### src/hw/archie_settings.svh
`ifndef ARCHIE_SETTINGS_SVH
`define ARCHIE_SETTINGS_SVH

// clock enables, in clk_sys cycles
`define ARCHIE_CLKEN_PERIOD 20
`define ARCHIE_CLK8M_STEP 5

// busy cycles allowed after a reconfig request
`define ARCHIE_RECONFIG_TIMEOUT 1000

// back porch widths in clk_sys cycles
`define ARCHIE_BLANK_TV 256
`define ARCHIE_BLANK_VGA 64

// download slots holding a ROM image
`define ARCHIE_ROM_INDEX_A 1
`define ARCHIE_ROM_INDEX_B 2

// bus widths
`define ARCHIE_RAM_AW 24
`define ARCHIE_DL_AW 24

`endif

### src/hw/archie_mem_pkg.sv
`default_nettype none

`include "archie_settings.svh"

package archie_mem_pkg;

	// one RAM data word
	typedef logic [31:0] word_t;

	// byte lane enables
	typedef logic [3:0] byte_sel_t;

	// byte address into RAM
	typedef logic [`ARCHIE_RAM_AW-1:0] ram_addr_t;

	// download payload and slot
	typedef logic [7:0] dl_byte_t;
	typedef logic [7:0] dl_index_t;

	// strobe/ack request, stb held until ack
	typedef struct packed {
		logic      stb;
		logic      we;
		byte_sel_t sel;
		ram_addr_t addr;
		word_t     data;
	} mem_req_t;

endpackage

`default_nettype wire

### src/hw/archie_video_pkg.sv
`default_nettype none

package archie_video_pkg;

	// one colour channel
	typedef logic [3:0] colour_t;

	typedef struct packed {
		colour_t r;
		colour_t g;
		colour_t b;
		logic    hs;
		logic    vs;
	} video_t;

	// pixel base clock select from the core
	// 00 and 11 are TV modes, 01 and 10 VGA
	typedef enum logic [1:0] {
		PIX_24M     = 2'b00,
		PIX_25M     = 2'b01,
		PIX_36M     = 2'b10,
		PIX_24M_ALT = 2'b11
	} pix_base_t;

	// video PLL reconfiguration sequencer
	typedef enum logic [1:0] {
		RC_IDLE,
		RC_SETTLE,
		RC_WAIT_IDLE,
		RC_RUN
	} reconfig_state_t;

endpackage

`default_nettype wire

### src/hw/clock_enable_gen.sv
`timescale 1ns/1ps
`default_nettype none

`include "archie_settings.svh"

module clock_enable_gen (
	input  wire  clk_sys,
	input  wire  rst_i,
	output logic clk2m_en_o,
	output logic clk8m_en_o
);

	localparam logic [4:0] LAST = 5'(`ARCHIE_CLKEN_PERIOD - 1);
	localparam logic [4:0] STEP = 5'(`ARCHIE_CLK8M_STEP);

	logic [4:0] cnt;

	always_ff @(posedge clk_sys) begin
		if (rst_i) begin
			cnt <= '0;
			clk2m_en_o <= 1'b0;
			clk8m_en_o <= 1'b0;
		end else begin
			if (cnt == LAST)
				cnt <= '0;
			else
				cnt <= cnt + 5'd1;

			clk2m_en_o <= (cnt == 5'd0);
			// four evenly spaced pulses, first one shared with 2 MHz
			clk8m_en_o <= (cnt == 5'd0) || (cnt == STEP) ||
				(cnt == 5'(2 * STEP)) || (cnt == 5'(3 * STEP));
		end
	end

endmodule

`default_nettype wire

### src/hw/pll_reconfig_ctrl.sv
`timescale 1ns/1ps
`default_nettype none

`include "archie_settings.svh"

module pll_reconfig_ctrl (
	input  wire                        clk_sys,
	input  wire                        rst_i,
	input  archie_video_pkg::pix_base_t pix_base_i,
	input  wire                        pll_busy_i,
	output logic                       pll_rom_write_o,
	output logic                       pll_reconfig_o,
	output logic                       pll_reconfig_reset_o,
	output logic                       pix_clk_ena_o
);

	localparam logic [9:0] TIMEOUT = 10'(`ARCHIE_RECONFIG_TIMEOUT);

	archie_video_pkg::reconfig_state_t state;
	archie_video_pkg::pix_base_t       sel_q;
	logic [9:0]                        timeout_cnt;

	always_ff @(posedge clk_sys) begin
		if (rst_i) begin
			state <= archie_video_pkg::RC_IDLE;
			sel_q <= archie_video_pkg::PIX_36M;
			timeout_cnt <= '0;
			pll_rom_write_o <= 1'b0;
			pll_reconfig_o <= 1'b0;
			pll_reconfig_reset_o <= 1'b0;
			pix_clk_ena_o <= 1'b1;
		end else begin
			// strobes last one cycle
			pll_rom_write_o <= 1'b0;
			pll_reconfig_o <= 1'b0;
			pll_reconfig_reset_o <= 1'b0;

			case (state)
				archie_video_pkg::RC_IDLE: begin
					pix_clk_ena_o <= 1'b1;
					sel_q <= pix_base_i;
					if (pix_base_i != sel_q) begin
						// stop the pixel clock and load the new settings
						pix_clk_ena_o <= 1'b0;
						pll_rom_write_o <= 1'b1;
						state <= archie_video_pkg::RC_SETTLE;
					end
				end
				archie_video_pkg::RC_SETTLE: begin
					state <= archie_video_pkg::RC_WAIT_IDLE;
				end
				archie_video_pkg::RC_WAIT_IDLE: begin
					if (!pll_busy_i) begin
						pll_reconfig_o <= 1'b1;
						timeout_cnt <= TIMEOUT;
						state <= archie_video_pkg::RC_RUN;
					end
				end
				archie_video_pkg::RC_RUN: begin
					timeout_cnt <= timeout_cnt - 10'd1;
					// PLL never came back, kick its reconfig block
					if (timeout_cnt == 10'd1) begin
						pll_reconfig_reset_o <= 1'b1;
						state <= archie_video_pkg::RC_IDLE;
					end
					if (!pll_reconfig_o && !pll_busy_i)
						state <= archie_video_pkg::RC_IDLE;
				end
				default: begin
					state <= archie_video_pkg::RC_IDLE;
				end
			endcase
		end
	end

endmodule

`default_nettype wire

### src/hw/back_porch_blanker.sv
`timescale 1ns/1ps
`default_nettype none

`include "archie_settings.svh"

module back_porch_blanker (
	input  wire                         clk_sys,
	input  wire                         rst_i,
	input  archie_video_pkg::pix_base_t pix_base_i,
	input  wire                         ce_pix_i,
	input  archie_video_pkg::video_t    core_video_i,
	output archie_video_pkg::video_t    video_o
);

	localparam logic [7:0] SAT_TV = 8'(`ARCHIE_BLANK_TV - 1);
	localparam logic [7:0] SAT_VGA = 8'(`ARCHIE_BLANK_VGA - 1);

	logic [7:0] line_cnt;
	logic       tv_mode;
	logic       porch_done;

	always_comb begin
		tv_mode = (pix_base_i == archie_video_pkg::PIX_24M) ||
			(pix_base_i == archie_video_pkg::PIX_24M_ALT);
		porch_done = tv_mode ? (line_cnt >= SAT_TV) : (line_cnt >= SAT_VGA);
	end

	always_ff @(posedge clk_sys) begin
		if (rst_i) begin
			line_cnt <= '0;
			video_o <= '0;
		end else begin
			if (!porch_done)
				line_cnt <= line_cnt + 8'd1;
			// restart at every sync pulse
			if (!video_o.hs)
				line_cnt <= '0;

			if (ce_pix_i) begin
				video_o.hs <= core_video_i.hs;
				video_o.vs <= core_video_i.vs;
				if (porch_done) begin
					video_o.r <= core_video_i.r;
					video_o.g <= core_video_i.g;
					video_o.b <= core_video_i.b;
				end else begin
					video_o.r <= '0;
					video_o.g <= '0;
					video_o.b <= '0;
				end
			end
		end
	end

endmodule

`default_nettype wire

### src/hw/boot_loader_port.sv
`timescale 1ns/1ps
`default_nettype none

`include "archie_settings.svh"

module boot_loader_port (
	input  wire                         clk_sys,
	input  wire                         rst_i,
	input  wire                         dl_active_i,
	input  archie_mem_pkg::dl_index_t   dl_index_i,
	input  wire                         dl_wr_i,
	input  wire [`ARCHIE_DL_AW-1:0]     dl_addr_i,
	input  archie_mem_pkg::dl_byte_t    dl_data_i,
	input  archie_mem_pkg::mem_req_t    core_req_i,
	output logic                        core_ack_o,
	output archie_mem_pkg::mem_req_t    ram_req_o,
	input  wire                         ram_ack_i,
	input  wire                         ram_ready_i,
	input  wire                         reset_button_i,
	output logic                        core_reset_o
);

	logic                           loader_active;
	logic                           loader_active_q;
	logic                           loader_stb;
	logic                           rom_ready;
	logic [`ARCHIE_DL_AW-1:0]       dl_addr_q;
	archie_mem_pkg::dl_byte_t       dl_data_q;
	archie_mem_pkg::ram_addr_t      loader_addr;
	archie_mem_pkg::byte_sel_t      loader_sel;

	// only ROM slots take over the RAM port
	assign loader_active = dl_active_i &&
		((dl_index_i == archie_mem_pkg::dl_index_t'(`ARCHIE_ROM_INDEX_A)) ||
		(dl_index_i == archie_mem_pkg::dl_index_t'(`ARCHIE_ROM_INDEX_B)));

	always_ff @(posedge clk_sys) begin
		if (rst_i) begin
			loader_active_q <= 1'b0;
			loader_stb <= 1'b0;
			rom_ready <= 1'b0;
		end else begin
			loader_active_q <= loader_active;
			// end of a ROM download, sticky until reset
			if (loader_active_q && !loader_active)
				rom_ready <= 1'b1;
			if (dl_wr_i)
				loader_stb <= 1'b1;
			else if (ram_ack_i)
				loader_stb <= 1'b0;
		end
	end

	// byte and address held for the whole strobe
	always_ff @(posedge clk_sys) begin
		if (dl_wr_i) begin
			dl_addr_q <= dl_addr_i;
			dl_data_q <= dl_data_i;
		end
	end

	assign loader_addr = archie_mem_pkg::ram_addr_t'(dl_addr_q);
	assign loader_sel = archie_mem_pkg::byte_sel_t'(4'b0001 << loader_addr[1:0]);

	always_comb begin
		if (loader_active) begin
			ram_req_o.stb = loader_stb;
			ram_req_o.we = 1'b1;
			ram_req_o.sel = loader_sel;
			ram_req_o.addr = {loader_addr[`ARCHIE_RAM_AW-1:2], 2'b00};
			ram_req_o.data = {4{dl_data_q}};
			core_ack_o = 1'b0;
		end else begin
			ram_req_o = core_req_i;
			ram_req_o.addr = {core_req_i.addr[`ARCHIE_RAM_AW-1:2], 2'b00};
			core_ack_o = ram_ack_i;
		end
	end

	assign core_reset_o = !ram_ready_i || !rom_ready || reset_button_i;

endmodule

`default_nettype wire

### src/hw/archie_glue_top.sv
`timescale 1ns/1ps
`default_nettype none

`include "archie_settings.svh"

module archie_glue_top (
	input  wire                         clk_sys,
	input  wire                         rst_i,
	output logic                        clk2m_en_o,
	output logic                        clk8m_en_o,
	input  archie_video_pkg::pix_base_t pix_base_i,
	input  wire                         pll_busy_i,
	output logic                        pll_rom_write_o,
	output logic                        pll_reconfig_o,
	output logic                        pll_reconfig_reset_o,
	output logic                        pix_clk_ena_o,
	input  wire                         ce_pix_i,
	input  archie_video_pkg::video_t    core_video_i,
	output archie_video_pkg::video_t    video_o,
	input  wire                         dl_active_i,
	input  archie_mem_pkg::dl_index_t   dl_index_i,
	input  wire                         dl_wr_i,
	input  wire [`ARCHIE_DL_AW-1:0]     dl_addr_i,
	input  archie_mem_pkg::dl_byte_t    dl_data_i,
	input  archie_mem_pkg::mem_req_t    core_req_i,
	output logic                        core_ack_o,
	output archie_mem_pkg::mem_req_t    ram_req_o,
	input  wire                         ram_ack_i,
	input  wire                         ram_ready_i,
	input  wire                         reset_button_i,
	output logic                        core_reset_o
);

	clock_enable_gen u_clkens (
		.clk_sys    (clk_sys),
		.rst_i      (rst_i),
		.clk2m_en_o (clk2m_en_o),
		.clk8m_en_o (clk8m_en_o)
	);

	// video PLL is rewritten outside, only its busy line comes back
	pll_reconfig_ctrl u_pll_seq (
		.clk_sys              (clk_sys),
		.rst_i                (rst_i),
		.pix_base_i           (pix_base_i),
		.pll_busy_i           (pll_busy_i),
		.pll_rom_write_o      (pll_rom_write_o),
		.pll_reconfig_o       (pll_reconfig_o),
		.pll_reconfig_reset_o (pll_reconfig_reset_o),
		.pix_clk_ena_o        (pix_clk_ena_o)
	);

	back_porch_blanker u_blanker (
		.clk_sys      (clk_sys),
		.rst_i        (rst_i),
		.pix_base_i   (pix_base_i),
		.ce_pix_i     (ce_pix_i),
		.core_video_i (core_video_i),
		.video_o      (video_o)
	);

	boot_loader_port u_loader (
		.clk_sys        (clk_sys),
		.rst_i          (rst_i),
		.dl_active_i    (dl_active_i),
		.dl_index_i     (dl_index_i),
		.dl_wr_i        (dl_wr_i),
		.dl_addr_i      (dl_addr_i),
		.dl_data_i      (dl_data_i),
		.core_req_i     (core_req_i),
		.core_ack_o     (core_ack_o),
		.ram_req_o      (ram_req_o),
		.ram_ack_i      (ram_ack_i),
		.ram_ready_i    (ram_ready_i),
		.reset_button_i (reset_button_i),
		.core_reset_o   (core_reset_o)
	);

endmodule

`default_nettype wire

### config.mk
export PLATFORM = sky130hd
export DESIGN_NAME = archie_glue_top
export DESIGN_NICKNAME = d
export VERILOG_FILES = /design/src/hw/archie_mem_pkg.sv /design/src/hw/archie_video_pkg.sv /design/src/hw/clock_enable_gen.sv /design/src/hw/pll_reconfig_ctrl.sv /design/src/hw/back_porch_blanker.sv /design/src/hw/boot_loader_port.sv /design/src/hw/archie_glue_top.sv
export VERILOG_INCLUDE_DIRS = /design/src /design/src/hw
export SDC_FILE = /design/constraint.sdc
export NUM_CORES = 1
export LEC_CHECK = 0
export BUFFER_PORTS_ARGS = -buffer_cell sky130_fd_sc_hd__buf_2
export CAP_MARGIN = 20
export CORE_MARGIN = 8
export CORE_UTILIZATION = 38
export CTS_CLUSTER_SIZE = 28
export DETAILED_ROUTE_END_ITERATION = 12
export HOLD_SLACK_MARGIN = 0.15
export PLACE_DENSITY = 0.81
export SLEW_MARGIN = 10
export SYNTH_ARGS = -nofsm -noshare
export SYNTH_HDL_FRONTEND = slang
export SYNTH_SLANG_ARGS = --single-unit
### constraint.sdc
create_clock -name clk_sys -period 2.65 [get_ports clk_sys]
set_clock_uncertainty 0.15 [all_clocks]
set_input_delay 0.3975 -clock clk_sys [delete_from_list [all_inputs] [get_ports clk_sys]]
set_output_delay 0.3975 -clock clk_sys [all_outputs]
set_load 0.01 [all_outputs]
-- Word-level counts from Yosys, hierarchy flattened
Index checks and enable logic that the tools add are counted.
- bits in registers: 82
- output and inout port bits: 84
- logic and storage cells: 90
- add/sub/neg operators: 3
- order comparisons: 2
- equal/unequal tests: 15
- shift operators: 1
- multiplexer cells: 17
- bitwise operators: 4
- reduce and logical (&&, ||, !) cells: 27
- operator list (cell ; count):
    62-bit two-way mux ; 1
    10-bit one-hot mux with 2 select lines ; 1
    12-bit two-way mux ; 1
    10-bit by 1-bit equality test with 1-bit output, second input constant ; 1
    5-bit by 4-bit equality test with 1-bit output, second input constant ; 2
    10-bit two-way mux ; 1
    2-bit OR reduction ; 5
    10-bit by 1-bit subtractor with 10-bit output, second input constant ; 1
    8-bit by 1-bit adder with 8-bit output, second input constant ; 1
    8-bit by 1-bit equality test with 1-bit output, second input constant ; 1
    8-bit by 2-bit equality test with 1-bit output, second input constant ; 1
    8-bit by 6-bit >= comparator with 1-bit output, second input constant ; 1
    8-bit >= comparator, second input constant ; 1
    1-bit two-way mux ; 8
    2-bit two-way mux ; 4
    2-bit one-hot mux with 4 select lines ; 1
    1-bit logical OR ; 7
    2-bit equality test, second input constant ; 3
    5-bit by 1-bit adder with 5-bit output, second input constant ; 1
    5-bit by 3-bit equality test with 1-bit output, second input constant ; 1
    5-bit equality test, second input constant ; 1
    1-bit zero test ; 5
    5-bit zero test ; 1
    2-bit zero test ; 2
    other kinds (11) ; 17

-- Logic depth before layout (Yosys ltp)
- depth after elaboration: 5
- gate-level depth with buffers: 6
- depth with buffers taken out: 6

-- Hierarchy
A second synthesis with hierarchy kept.
- cell total of the unflattened synthesis: 349
- area total of the unflattened synthesis: 4314.1 um2
- modules (own cells, without submodules) (module ; times used ; cells an instance ; area each (um2)):
    boot_loader_port ; 1 ; 122 ; 2114.5
    back_porch_blanker ; 1 ; 96 ; 942.2
    pll_reconfig_ctrl ; 1 ; 97 ; 927.1
    clock_enable_gen ; 1 ; 34 ; 330.3

-- Worst setup path before layout
Ideal clock, no wire load.
- path kind: input-to-output
- from: input dl_index_i[3]
- to: output ram_req_o[47] (netlist name)
- arrival time: 1.531 ns
- required time: 2.102 ns
- setup slack: 0.572 ns
- cell stages on the path: 6
- buffers on the path: 2
- path through: nor4b_1 > and3_1 > clkbuf_1 > clkbuf_1 > nand2_1 > nand2_1
- RTL lines (element ; RTL line ; RTL):
    start, declared ; archie_glue_top.sv:21 ; input archie_mem_pkg::dl_index_t dl_index_i,
    end, declared ; archie_glue_top.sv:27 ; output archie_mem_pkg::mem_req_t ram_req_o,

==> results.cfg <==
[status]
outcome = finished, final reports clean

[grt]
grt_usage = 0.197
grt_pass1_vias = 4214
antenna_found_initial = 0
grt_max_degree = 49
overflow = 0
grt_pass1_wl_mm = 22.1

[floorplan]
start_util = 0.386
io_pins = 211
fp.dieW_um = 118
core_area_um2 = 10200
num_rows = 37
die_height_um = 118
die-area_um2 = 13900

[timing]
fin_crit_sh = 0.890
fin_hold_ws_ns = 0.194
rsz0062_at_grt = no
hold_violations = 0
setup_viol_count_final = 0
relSlewSlack = 0.518
setup_tns_ns = 0
final_max_slew_viol_count = 0
fmax_ghz = 0.424
min_period_ns = 2.36
layout_setup_ws_ns = 0.292
worst_pin_slew_ns = 0.723

[drt]
drc = 0
first_pass_iters = 5
totalWireLength_mm = 14.0
antenna_left = 0
routed_via_density = 4.96
routed-via-count = 4135
detail_route.iter0.violations = 279
wire_per_inst_um = 16.8

[place]
io_buffers = 206
gp_congestion = 0.934
preCtsSetupSlack_ns = 0.316
place_hpwl_mm = 10.2

[worst_setup_path]
cp_max_fo = 33
crit_type = in -> out
worst_path_largest_cell_delay_ns = 0.43
worst_ep_required_time_ns = 2.10
cp_slowest_cell = nor4b_1
end_kind = output port
crit_chain = buf_2, nor4b_1, and3_1, buf_12, nand2_1, nand2_1, buf_2
arrival_ns = 1.81
cp-start-kind = input port

[power]
powerDensity_nw_per_um2 = 597
leakage_uw = 0.00286
power_uw = 3450
vdd_drop_max_uv = 375

[worst_hold_path]
hp-class = in -> reg

[final_layout]
n_antenna_cell = 0
final_nets = 831
fin_util = 0.565
drive_gt1_frac = 0.346
area_growth_pct = 46.3

[synthesis]
ys_seq_area_frac = 0.496
avgSynthCellArea_um2 = 8.90
yosysWarnings = 0
postSynth.asyncResetShare = 0
netlist_area_um2 = 3950
synth_cell_types = 54
synth_edf_count = 32
synth_ff_type = dfxtp_1
synth-seq-cells = 82
synth_cells = 444

[run]
drv_cap = 0

[clocking]
cts_buffers = 9
clkSlewWorstSetupHoldPaths_ns = 0.08
clock_latency_ns = 0.35
htree_levels = 3
cts_sinks = 82
cts_max_path_buffers = 2
cts_tree = done
cts_root_buf = clkbuf_8
post_cts_buffers = 0
[worst max-delay path, delay by kind of cell]
family	cells	cell delay (ns)
buf+inv	3	0.45
simple gates	4	0.95
[final timing paths]
check / slack, ns / cells after the start / endpoint / start
worst min register to register: 0.32 / 2 / u_pll_seq.timeout_cnt[1]$_SDFFE_PP0P_ / u_pll_seq.timeout_cnt[1]$_SDFFE_PP0P_
worst max register to register: 0.38 / 5 / u_blanker.video_o[3]$_SDFFE_PP0P_ / u_blanker.line_cnt[0]$_SDFFE_PP0P_
worst min-delay path: 0.19 / 2 / u_pll_seq.sel_q[1]$_SDFFE_PP1N_ / pix_base_i[1]
worst max-delay path: 0.29 / 7 / ram_req_o[23] / dl_index_i[3]
[routing by layer]
metal,GRT usage,part of all wire
met5,0,0
met4,0.0945,0.036
met3,0.0556,0.072
met2,0.369,0.53
met1,0.196,0.36
[layout make-up]
| type | instances | area, um2 |
|---|---|---|
| fillers | 902 | 4450 |
| flip-flops and latches | 82 | 1960 |
| multi-input cells | 331 | 1860 |
| repair buffers | 256 | 1530 |
| well taps | 136 | 170 |
| clock buffers | 11 | 131 |
| clock inverters | 5 | 78.8 |
| inverters | 12 | 45.0 |
[repair_timing]
| item | CTS | global route |
|---|---|---|
| hold buffers | 46 | 0 |
| endpoints found under the hold margin | 46 | 0 |
| gates resized for setup | 0 | 0 |
[cells in the mapped netlist, types with 4 or more instances]
library cell,instances,area (um2)
edfxtp_1,32,961
mux2i_1,6,60.1
nor2_1,24,90.1
dfxtp_1,50,1000
nand2_1,155,582
nand3_1,9,45.0
o21ai_0,8,40.0
xnor2_1,8,70.1
nand2b_1,9,56.3
a211oi_1,4,30.0
a21oi_1,17,85.1
clkbuf_1,15,56.3
a22o_1,10,87.6
and3_1,5,31.3
inv_1,12,45.0
ha_1,12,150
nor3_1,9,45.0
[flip-flops by register name, summed over array words and instances (netlist names)]
register	flops
u_clkens.clk2m_en_o	1
u_loader.dl_addr_q	24
u_pll_seq.pix_clk_ena_o	1
u_pll_seq.pll_rom_write_o	1
u_blanker.line_cnt	8
u_clkens.cnt	5
u_loader.rom_ready	1
u_loader.loader_active_q	1
u_loader.loader_stb	1
u_loader.dl_data_q	8
u_clkens.clk8m_en_o	1
u_pll_seq.state	2
u_pll_seq.pll_reconfig_reset_o	1
u_pll_seq.sel_q	2
u_pll_seq.timeout_cnt	10
u_pll_seq.pll_reconfig_o	1
u_blanker.video_o	14
[power breakdown]
part | total [uW] | internal [uW] | switching (uW)
Combinational | 915 | 444 | 471
Clock | 972 | 530 | 441
Sequential | 1560 | 1460 | 109
Total | 3450 | 2430 | 1020
[placed cells by master, fill, tap and decap left out, types with 4 or more instances in the layout]
cell / synthesis / final
xnor2_1: 8 / 8
buf_2: 2 / 206
and3_1: 5 / 5
a21oi_1: 17 / 17
nand2b_1: 9 / 9
mux2i_1: 6 / 6
a211oi_1: 4 / 4
nor3_1: 9 / 9
o21ai_0: 8 / 8
clkbuf_8: 0 / 9
nand3_1: 9 / 8
nand2_1: 155 / 155
dfxtp_1: 50 / 50
ha_1: 12 / 12
a22o_1: 10 / 10
nor2_1: 24 / 24
edfxtp_1: 32 / 32
inv_1: 12 / 12
dlygate4sd3_1: 0 / 46
[through the flow]
stage | instances | area, um2
after floorplan | 445 | 3960
after CTS | 833 | 5780
after detailed placement | 771 | 5110
after global routing | 833 | 5780
final | 833 | 5780
after global placement | 771 | 5110
[logic make-up after synthesis]
| kind of cell | synth area share |
|---|---|
| AND/OR/NAND/NOR | 0.272 |
| flip-flops | 0.496 |
| AO/OA/AOI/OAI | 0.113 |
| buffers and inverters | 0.0348 |
| adder cells (fa/ha/maj) | 0.0380 |
| XOR/XNOR | 0.0244 |
| multiplexers | 0.0209 |
| other | 0.000948 |
Power figures use the tool's default switching activity.
